### config.mk
export PLATFORM = sky130hd
export DESIGN_NAME = idStage
export DESIGN_NICKNAME = d
export VERILOG_FILES = /design/src/verilog/rvPkg.sv /design/src/verilog/idStage.sv /design/src/verilog/pipeReg.sv /design/src/verilog/wbSelect.sv /design/src/verilog/immGen.sv /design/src/verilog/regFile.sv /design/src/verilog/decodeCtrl.sv
export SDC_FILE = /design/constraint.sdc
export NUM_CORES = 2
export LEC_CHECK = 0
export ABC_AREA = 0
export BUFFER_PORTS_ARGS = -buffer_cell sky130_fd_sc_hd__buf_4
export CAP_MARGIN = 20
export CORE_ASPECT_RATIO = 0.5
export CORE_MARGIN = 2
export CORE_UTILIZATION = 45
export DETAILED_ROUTE_END_ITERATION = 6
export GPL_TIMING_DRIVEN = 1
export RECOVER_POWER = 100
export SLEW_MARGIN = 20
export SYNTH_ARGS = -nofsm -noshare
export SYNTH_HDL_FRONTEND = slang
export SYNTH_SLANG_ARGS = --single-unit
### constraint.sdc
create_clock -name clk -period 1.7 [get_ports clk]
set_input_delay 0.34 -clock clk [delete_from_list [all_inputs] [get_ports clk]]
set_output_delay 0.34 -clock clk [all_outputs]
set_load 0.005 [all_outputs]
### src/verilog/rvPkg.sv
`default_nettype none

package rvPkg;

    // ------------------------------------------------------------------
    // Base opcodes, inst[6:0]
    // ------------------------------------------------------------------
    localparam logic [6:0] OpLui    = 7'b0110111;
    localparam logic [6:0] OpAuipc  = 7'b0010111;
    localparam logic [6:0] OpJal    = 7'b1101111;
    localparam logic [6:0] OpJalr   = 7'b1100111;
    localparam logic [6:0] OpBranch = 7'b1100011;
    localparam logic [6:0] OpLoad   = 7'b0000011;
    localparam logic [6:0] OpStore  = 7'b0100011;
    localparam logic [6:0] OpImm    = 7'b0010011;
    localparam logic [6:0] OpReg    = 7'b0110011;

    // Load widths in funct3
    localparam logic [2:0] F3Lb  = 3'b000;
    localparam logic [2:0] F3Lh  = 3'b001;
    localparam logic [2:0] F3Lw  = 3'b010;
    localparam logic [2:0] F3Lbu = 3'b100;
    localparam logic [2:0] F3Lhu = 3'b101;

    // Architectural registers, x0 included
    localparam int RegCount = 32;

    // ------------------------------------------------------------------
    // Decode enums
    // ------------------------------------------------------------------
    // Immediate format picked by the decoder
    typedef enum logic [2:0] {
        ImmNone,
        ImmI,
        ImmS,
        ImmB,
        ImmU,
        ImmJ
    } immTypeT;

    // Writeback data source
    typedef enum logic [1:0] {
        WbAlu,
        WbMem,
        WbLink
    } wbSrcT;

    // ------------------------------------------------------------------
    // ID/EX payloads
    // ------------------------------------------------------------------
    // Control bundle, all zero is a bubble
    typedef struct packed {
        logic  regWrite;
        logic  memRead;
        logic  memWrite;
        wbSrcT wbSrc;
        logic  branch;
        logic  jump;
        logic  aluSrcImm;
        logic  illegal;
    } ctrlT;

    // Operands and fields handed to execute
    typedef struct packed {
        logic [31:0] rdata1;
        logic [31:0] rdata2;
        logic [31:0] imm;
        logic [31:0] pc;
        logic [4:0]  rs1;
        logic [4:0]  rs2;
        logic [4:0]  rd;
        logic [2:0]  funct3;
        logic [6:0]  funct7;
    } idDataT;

endpackage

`default_nettype wire
### src/verilog/idStage.sv
`timescale 1ns/1ns
`default_nettype none

module idStage (
    input  wire               clk,
    input  wire               rstN,
    input  wire [31:0]        inst,
    input  wire [31:0]        pc,
    input  wire               stall,
    input  wire               flush,
    input  wire               wbRegWrite,
    input  wire [4:0]         wbRd,
    input  wire rvPkg::wbSrcT wbSrc,
    input  wire [2:0]         wbFunct3,
    input  wire [31:0]        aluResult,
    input  wire [31:0]        memData,
    input  wire [31:0]        wbPc4,
    output logic [31:0]       exRdata1,
    output logic [31:0]       exRdata2,
    output logic [31:0]       exImm,
    output logic [31:0]       exPc,
    output logic [4:0]        exRs1,
    output logic [4:0]        exRs2,
    output logic [4:0]        exRd,
    output logic [2:0]        exFunct3,
    output logic [6:0]        exFunct7,
    output logic              exRegWrite,
    output logic              exMemRead,
    output logic              exMemWrite,
    output rvPkg::wbSrcT      exWbSrc,
    output logic              exBranch,
    output logic              exJump,
    output logic              exAluSrcImm,
    output logic              exIllegal
);

    rvPkg::ctrlT    ctrl, exCtrl;
    rvPkg::idDataT  idData, exData;
    rvPkg::immTypeT immType;
    logic [31:0]    imm, rdata1, rdata2, wbData;

    // ------------------------------------------------------------------
    // Decode side
    // ------------------------------------------------------------------
    decodeCtrl i_decodeCtrl (.opcode(inst[6:0]), .funct3(inst[14:12]),
        .funct7(inst[31:25]), .ctrl(ctrl), .immType(immType));

    immGen i_immGen (.inst(inst), .immType(immType), .imm(imm));

    // Writeback data into the register file
    wbSelect i_wbSelect (.wbSrc(wbSrc), .funct3(wbFunct3), .aluResult(aluResult),
        .memData(memData), .pc4(wbPc4), .wbData(wbData));

    regFile i_regFile (.clk(clk), .rstN(rstN), .raddr1(inst[19:15]), .raddr2(inst[24:20]),
        .waddr(wbRd), .wdata(wbData), .regWrite(wbRegWrite), .rdata1(rdata1),
        .rdata2(rdata2));

    // Field split straight from the instruction word
    assign idData = '{rdata1: rdata1, rdata2: rdata2, imm: imm, pc: pc, rs1: inst[19:15],
                      rs2: inst[24:20], rd: inst[11:7], funct3: inst[14:12],
                      funct7: inst[31:25]};

    // ------------------------------------------------------------------
    // ID/EX registers
    // ------------------------------------------------------------------
    pipeReg #(.payloadT(rvPkg::ctrlT)) i_ctrlReg (.clk(clk), .rstN(rstN), .stall(stall),
        .flush(flush), .d(ctrl), .q(exCtrl));

    // Data rides through a flush, the bubble lives in control only
    pipeReg #(.payloadT(rvPkg::idDataT)) i_dataReg (.clk(clk), .rstN(rstN), .stall(stall),
        .flush(1'b0), .d(idData), .q(exData));

    // Unpack onto the execute-side ports
    assign exRdata1    = exData.rdata1;
    assign exRdata2    = exData.rdata2;
    assign exImm       = exData.imm;
    assign exPc        = exData.pc;
    assign exRs1       = exData.rs1;
    assign exRs2       = exData.rs2;
    assign exRd        = exData.rd;
    assign exFunct3    = exData.funct3;
    assign exFunct7    = exData.funct7;
    assign exRegWrite  = exCtrl.regWrite;
    assign exMemRead   = exCtrl.memRead;
    assign exMemWrite  = exCtrl.memWrite;
    assign exWbSrc     = exCtrl.wbSrc;
    assign exBranch    = exCtrl.branch;
    assign exJump      = exCtrl.jump;
    assign exAluSrcImm = exCtrl.aluSrcImm;
    assign exIllegal   = exCtrl.illegal;

endmodule

`default_nettype wire

### src/verilog/pipeReg.sv
`timescale 1ns/1ns
`default_nettype none

module pipeReg #(
    parameter type payloadT = logic [31:0]
) (
    input  wire     clk,
    input  wire     rstN,
    input  wire     stall,
    input  wire     flush,
    input  wire     payloadT d,
    output payloadT q
);

    // Stall beats flush, flush inserts zero
    always_ff @(posedge clk or negedge rstN) begin
        if (!rstN) begin
            q <= '0;
        end else if (stall) begin
            // Hold current stage contents
            q <= q;
        end else if (flush) begin
            q <= '0;
        end else begin
            q <= d;
        end
    end

endmodule

`default_nettype wire

### src/verilog/wbSelect.sv
`timescale 1ns/1ns
`default_nettype none

module wbSelect (
    input  wire rvPkg::wbSrcT wbSrc,
    input  wire [2:0]         funct3,
    input  wire [31:0]        aluResult,
    input  wire [31:0]        memData,
    input  wire [31:0]        pc4,
    output logic [31:0]       wbData
);

    // Load data after width and extension
    logic [31:0] loadData;

    // ------------------------------------------------------------------
    // Load extension
    // ------------------------------------------------------------------
    always_comb begin
        case (funct3)
            rvPkg::F3Lb:  loadData = {{24{memData[7]}}, memData[7:0]};
            // Halfword sign is bit 15
            rvPkg::F3Lh:  loadData = {{16{memData[15]}}, memData[15:0]};
            rvPkg::F3Lw:  loadData = memData;
            rvPkg::F3Lbu: loadData = {24'd0, memData[7:0]};
            rvPkg::F3Lhu: loadData = {16'd0, memData[15:0]};
            default:      loadData = 32'd0;
        endcase
    end

    // Source picked by the writeback stage
    always_comb begin
        case (wbSrc)
            rvPkg::WbAlu:  wbData = aluResult;
            rvPkg::WbMem:  wbData = loadData;
            rvPkg::WbLink: wbData = pc4;
            default:       wbData = 32'd0;
        endcase
    end

endmodule

`default_nettype wire

### src/verilog/immGen.sv
`timescale 1ns/1ns
`default_nettype none

module immGen (
    input  wire [31:0]          inst,
    input  wire rvPkg::immTypeT immType,
    output logic [31:0]         imm
);

    // Sign always comes from inst[31]
    logic sgn;

    assign sgn = inst[31];

    always_comb begin
        case (immType)
            // Loads, OP-IMM, JALR
            rvPkg::ImmI: imm = {{20{sgn}}, inst[31:20]};
            // Stores, offset split around rd field
            rvPkg::ImmS: imm = {{20{sgn}}, inst[31:25], inst[11:7]};
            // Branches, bit 0 implied zero
            rvPkg::ImmB: begin
                imm = {{19{sgn}}, inst[31], inst[7], inst[30:25], inst[11:8], 1'b0};
            end
            // LUI and AUIPC, low 12 bits zero
            rvPkg::ImmU: imm = {inst[31:12], 12'd0};
            // JAL, scrambled 20-bit offset
            rvPkg::ImmJ: begin
                imm = {{11{sgn}}, inst[31], inst[19:12], inst[20], inst[30:21], 1'b0};
            end
            default: imm = 32'd0;
        endcase
    end

endmodule

`default_nettype wire

### src/verilog/regFile.sv
`timescale 1ns/1ns
`default_nettype none

module regFile (
    input  wire        clk,
    input  wire        rstN,
    input  wire [4:0]  raddr1,
    input  wire [4:0]  raddr2,
    input  wire [4:0]  waddr,
    input  wire [31:0] wdata,
    input  wire        regWrite,
    output logic [31:0] rdata1,
    output logic [31:0] rdata2
);

    // x1 to x31, x0 has no storage
    logic [31:0] regs [1:rvPkg::RegCount-1];

    logic wrEn;

    // Writes to x0 are dropped
    assign wrEn = regWrite && (waddr != 5'd0);

    // ------------------------------------------------------------------
    // Write port
    // ------------------------------------------------------------------
    always_ff @(posedge clk or negedge rstN) begin
        if (!rstN) begin
            for (int i = 1; i < rvPkg::RegCount; i++) begin
                regs[i] <= '0;
            end
        end else if (wrEn) begin
            regs[waddr] <= wdata;
        end
    end

    // ------------------------------------------------------------------
    // Read ports
    // ------------------------------------------------------------------
    // Zero first, then bypass of the write in flight, then storage
    assign rdata1 = (raddr1 == 5'd0)                 ? 32'd0 :
                    (wrEn && (waddr == raddr1))      ? wdata :
                                                       regs[raddr1];
    assign rdata2 = (raddr2 == 5'd0)                 ? 32'd0 :
                    (wrEn && (waddr == raddr2))      ? wdata :
                                                       regs[raddr2];

endmodule

`default_nettype wire

### src/verilog/decodeCtrl.sv
`timescale 1ns/1ns
`default_nettype none

module decodeCtrl (
    input  wire [6:0]     opcode,
    input  wire [2:0]     funct3,
    input  wire [6:0]     funct7,
    output rvPkg::ctrlT    ctrl,
    output rvPkg::immTypeT immType
);

    // ------------------------------------------------------------------
    // Opcode table
    // ------------------------------------------------------------------
    always_comb begin
        // Start from a bubble
        ctrl    = '0;
        immType = rvPkg::ImmNone;
        case (opcode)
            rvPkg::OpLoad: begin
                ctrl.regWrite  = 1'b1;
                ctrl.memRead   = 1'b1;
                ctrl.wbSrc     = rvPkg::WbMem;
                ctrl.aluSrcImm = 1'b1;
                immType        = rvPkg::ImmI;
            end
            rvPkg::OpStore: begin
                ctrl.memWrite  = 1'b1;
                ctrl.aluSrcImm = 1'b1;
                immType        = rvPkg::ImmS;
            end
            rvPkg::OpJal: begin
                ctrl.jump     = 1'b1;
                ctrl.regWrite = 1'b1;
                ctrl.wbSrc    = rvPkg::WbLink;
                immType       = rvPkg::ImmJ;
            end
            rvPkg::OpJalr: begin
                ctrl.jump     = 1'b1;
                ctrl.regWrite = 1'b1;
                ctrl.wbSrc    = rvPkg::WbLink;
                immType       = rvPkg::ImmI;
            end
            rvPkg::OpBranch: begin
                ctrl.branch = 1'b1;
                immType     = rvPkg::ImmB;
            end
            rvPkg::OpImm: begin
                ctrl.regWrite  = 1'b1;
                ctrl.aluSrcImm = 1'b1;
                immType        = rvPkg::ImmI;
            end
            rvPkg::OpLui, rvPkg::OpAuipc: begin
                ctrl.regWrite  = 1'b1;
                ctrl.aluSrcImm = 1'b1;
                immType        = rvPkg::ImmU;
            end
            rvPkg::OpReg: begin
                ctrl.regWrite = 1'b1;
            end
            default: begin
                // Unknown opcode
                ctrl.illegal = 1'b1;
            end
        endcase

        // Bad load width
        if (opcode == rvPkg::OpLoad && funct3 != rvPkg::F3Lb && funct3 != rvPkg::F3Lh
            && funct3 != rvPkg::F3Lw && funct3 != rvPkg::F3Lbu && funct3 != rvPkg::F3Lhu) begin
            ctrl.illegal = 1'b1;
        end
        // Only base and alternate funct7 exist for OP
        if (opcode == rvPkg::OpReg && funct7 != 7'h00 && funct7 != 7'h20) begin
            ctrl.illegal = 1'b1;
        end

        // Illegal leaves nothing else active, no immediate either
        if (ctrl.illegal) begin
            ctrl         = '0;
            ctrl.illegal = 1'b1;
            immType      = rvPkg::ImmNone;
        end
    end

endmodule

`default_nettype wire

==> run_results.csv <==
group,metric,value,unit
run_status,outcome,"finished, violations left",
run_status,failed_checks,"setup timing",
global_routing,grt_max_degree,117,
placement,place_inst,7711,
logic_synthesis,syn_area,58600,µm²
detailed_routing,drt-initial-drc-count,5584,
timing,slew_headroom,0.221,
run,maxCapViolCount,0,
global_routing,grt_pass1_wl,333000,µm
timing,worst_slew_pin_slew,1.17,ns
detailed_routing,vias_per_cell,6.27,
die,die_width,514,µm
timing,finalCriticalPeriod,1.87,ns
worst_setup_path,crit_path_start_kind,"input port",
detailed_routing,top_layer,"met5",
power_and_ir_drop,finalPower,80.8,mW
cells_and_area,n_fill_cell,10500,
logic_synthesis,syn_area_per_cell,10.8,µm²
die,dieHeight,259,µm
detailed_routing,drt-met1-wl,90500,µm
logic_synthesis,ys_types,75,
cts,cts-root-buf,"clkbuf_16",
cells_and_area,utilization,0.580,
cells_and_area,multiInputGateArea,28300,µm²
timing,tns,-22.88,ns
global_routing,track_usage,0.337,
timing,setup_ws,-0.172,ns
logic_synthesis,synth-seq-area-share,0.493,
timing,setup_viol,464,
detailed_routing,dr.pass1.iters,6,
detailed_routing,wl,224000,µm
logic_synthesis,ys_warn_count,0,
global_routing,antenna_found_initial,3,
die,num_rows,93,
die,coreArea,129000,µm²
logic_synthesis,synth-edff-count,0,
logic_synthesis,yosysTopAreaCell,"dfrtp_1",
global_routing,overflow,0,
worst_setup_path,path_max_fanout,16,
cells_and_area,finalNetCount,6373,
die,die_area,133000,µm²
global_routing,grt_pass1_vias,50400,
placement,port_buffers,336,
worst_setup_path,cp-end-kind,"flip-flop",
logic_synthesis,syn-instance-count,5408,
cts,clock_sinks,1154,
hold_path,hp-class,"in -> reg",
worst_setup_path,cp.required,2.34,ns
power_and_ir_drop,irDropWorstVdd,0.000830,V
detailed_routing,met3_wirelength,25800,µm
logic_synthesis,ys.flop_type,"dfrtp_1",
cts,cts_buffers,108,
detailed_routing,drc_errors,0,
timing,fmax,534,MHz
cells_and_area,seqCellArea,28900,µm²
timing,fin_crit_sh,1.10,
placement,gp_congestion,0.937,
cells_and_area,drive_gt1_frac,0.329,
power_and_ir_drop,p_leak,32.6,nW
timing,hold_ws,0.0469,ns
logic_synthesis,ys_async_sr_fraction,1.00,
detailed_routing,drtAntennaViolNets,0,
placement,dp_slack,-0.819,ns
detailed_routing,wl_per_cell,28.0,µm
logic_synthesis,synth.most_common_cell,"dfrtp_1",
cells_and_area,final_area,74800,µm²
logic_synthesis,synth_fp_nets,5583,
cts,tritoncts,"built",
placement,hpwl,158000,µm
logic_synthesis,synth_seq_cells,1154,
cts,clk_latency,0.76,ns
cells_and_area,fin_cells,8001,
logic_synthesis,synth_top_area_frac,0.493,
worst_setup_path,crit_type,"in -> reg",
cts,htreeDepth,3,
die,io_pins,337,
cells_and_area,syn_to_final_growth,27.7,%
timing,rsz0062_at_grt,"true",
detailed_routing,wl_met2,96700,µm
die,start_util,0.454,
detailed_routing,vias,50200,
timing,slew_violations,0,
worst_setup_path,worst_ep_arrival_time,2.52,ns
logic_synthesis,synth.cells.most_frequent,"1154 x dfrtp_1, 751 x nand2_1, 660 x o21ai_0",
cts,clockBufferDepth,3,
cts,clkTransAtPathRegs,0.07,ns
power_and_ir_drop,power_density,1080,nW/µm²
timing,final-hold-violation-count,0,
timing,skew,0.0287,ns
logic_synthesis,synth_area_leaders,"dfrtp_1 49%, mux4_2 15%, o21ai_0 5.6%",
placement,placed_area,70600,µm²
==> cells in the final DEF, fill, tap and decap left out, types with 41 or more instances in the layout <==
cell | synthesis | layout
a22o_1 | 59 | 53
dfrtp_1 | 1154 | 1127
a21oi_2 | 0 | 56
clkbuf_1 | 383 | 95
mux2_2 | 156 | 142
o22ai_1 | 94 | 87
clkbuf_16 | 0 | 108
buf_6 | 9 | 66
buf_12 | 0 | 186
mux2i_1 | 126 | 120
a22oi_1 | 59 | 48
mux4_2 | 400 | 400
buf_4 | 25 | 697
a21oi_1 | 468 | 411
nor2_1 | 499 | 487
o21ai_0 | 660 | 490
clkbuf_4 | 0 | 95
clkbuf_2 | 0 | 41
nand2_1 | 751 | 732
dlygate4sd3_1 | 0 | 51
o21ai_1 | 16 | 185
==> cell type report <==
class | instances | area share
diodes | 3 | 0.000100
clock inverters | 38 | 0.00718
repair buffers | 1226 | 0.156
flip-flops and latches | 1154 | 0.387
clock buffers | 162 | 0.0423
well taps | 1710 | 0.0286
inverters | 13 | 0.000686
multi-input cells | 3695 | 0.379
==> final timing paths <==
path | from | end | slack [ns] | depth (start not counted)
min | inst[26] | i_dataReg.q[1] | 0.05 | 4
min in group asynchronous | rstN | i_regFile.regs[988] | 0.69 | 3
max in group asynchronous | rstN | i_regFile.regs[24] | 0.09 | 3
max | wbSrc[1] | i_dataReg.q[125] | -0.17 | 8
min reg2reg | i_dataReg.q[4] | i_dataReg.q[4] | 0.48 | 2
max reg2reg | i_regFile.regs[130] | i_dataReg.q[123] | -0.12 | 5
==> flip-flops by register name (all words and copies together), names as in the netlist <==
| signal | flops |
|---|---|
| i_ctrlReg.q | 9 |
| i_dataReg.q | 153 |
| i_regFile.regs | 992 |
==> per-layer routing <==
layer / track usage / vias to the layer above
met4: 0.145 / 6
met3: 0.0885 / 630
met2: 0.499 / 2747
li1: - / 21400
met5: 0 / -
met1: 0.470 / 25400
==> power by group <==
part / switching [mW] / leakage (nW) / internal [mW]
sequential: 3.93 / 14.8 / 32.2
combinational: 8.81 / 16.0 / 9.96
clock: 11.5 / 1.80 / 14.5
==> timing repair <==
action | CTS | global route
pin swaps | 12 | 31
endpoints found under the hold margin | 951 | 0
endpoints found under the setup margin | 75 | 85
buffers inserted | 29 | 13
resized for setup | 106 | 83
hold buffers | 51 | 0
==> worst max-delay path: stages <==
cell      delay, ns
buf_4          0.20
clkbuf_2       0.63
mux2i_1        0.28
nor2_1         0.06
a21oi_1        0.32
bufbuf_8       0.38
a21oi_1        0.08
a22o_1         0.20
==> kinds of logic (layout without fill, tap and decap cells) <==
logic type / after synthesis / after routing / share of synthesized area
AOI/OAI and AO/OA: 1586 / 1586 / 0.159
and+or+nand+nor: 1417 / 1417 / 0.0996
DFF: 1154 / 1154 / 0.493
muxes: 682 / 682 / 0.205
buffers and inverters: 559 / 1439 / 0.0409
xor gates and xnor gates: 10 / 10 / 0.00150
other: 0 / 3 / 0
No activity file was read; power rests on OpenSTA's default activity.
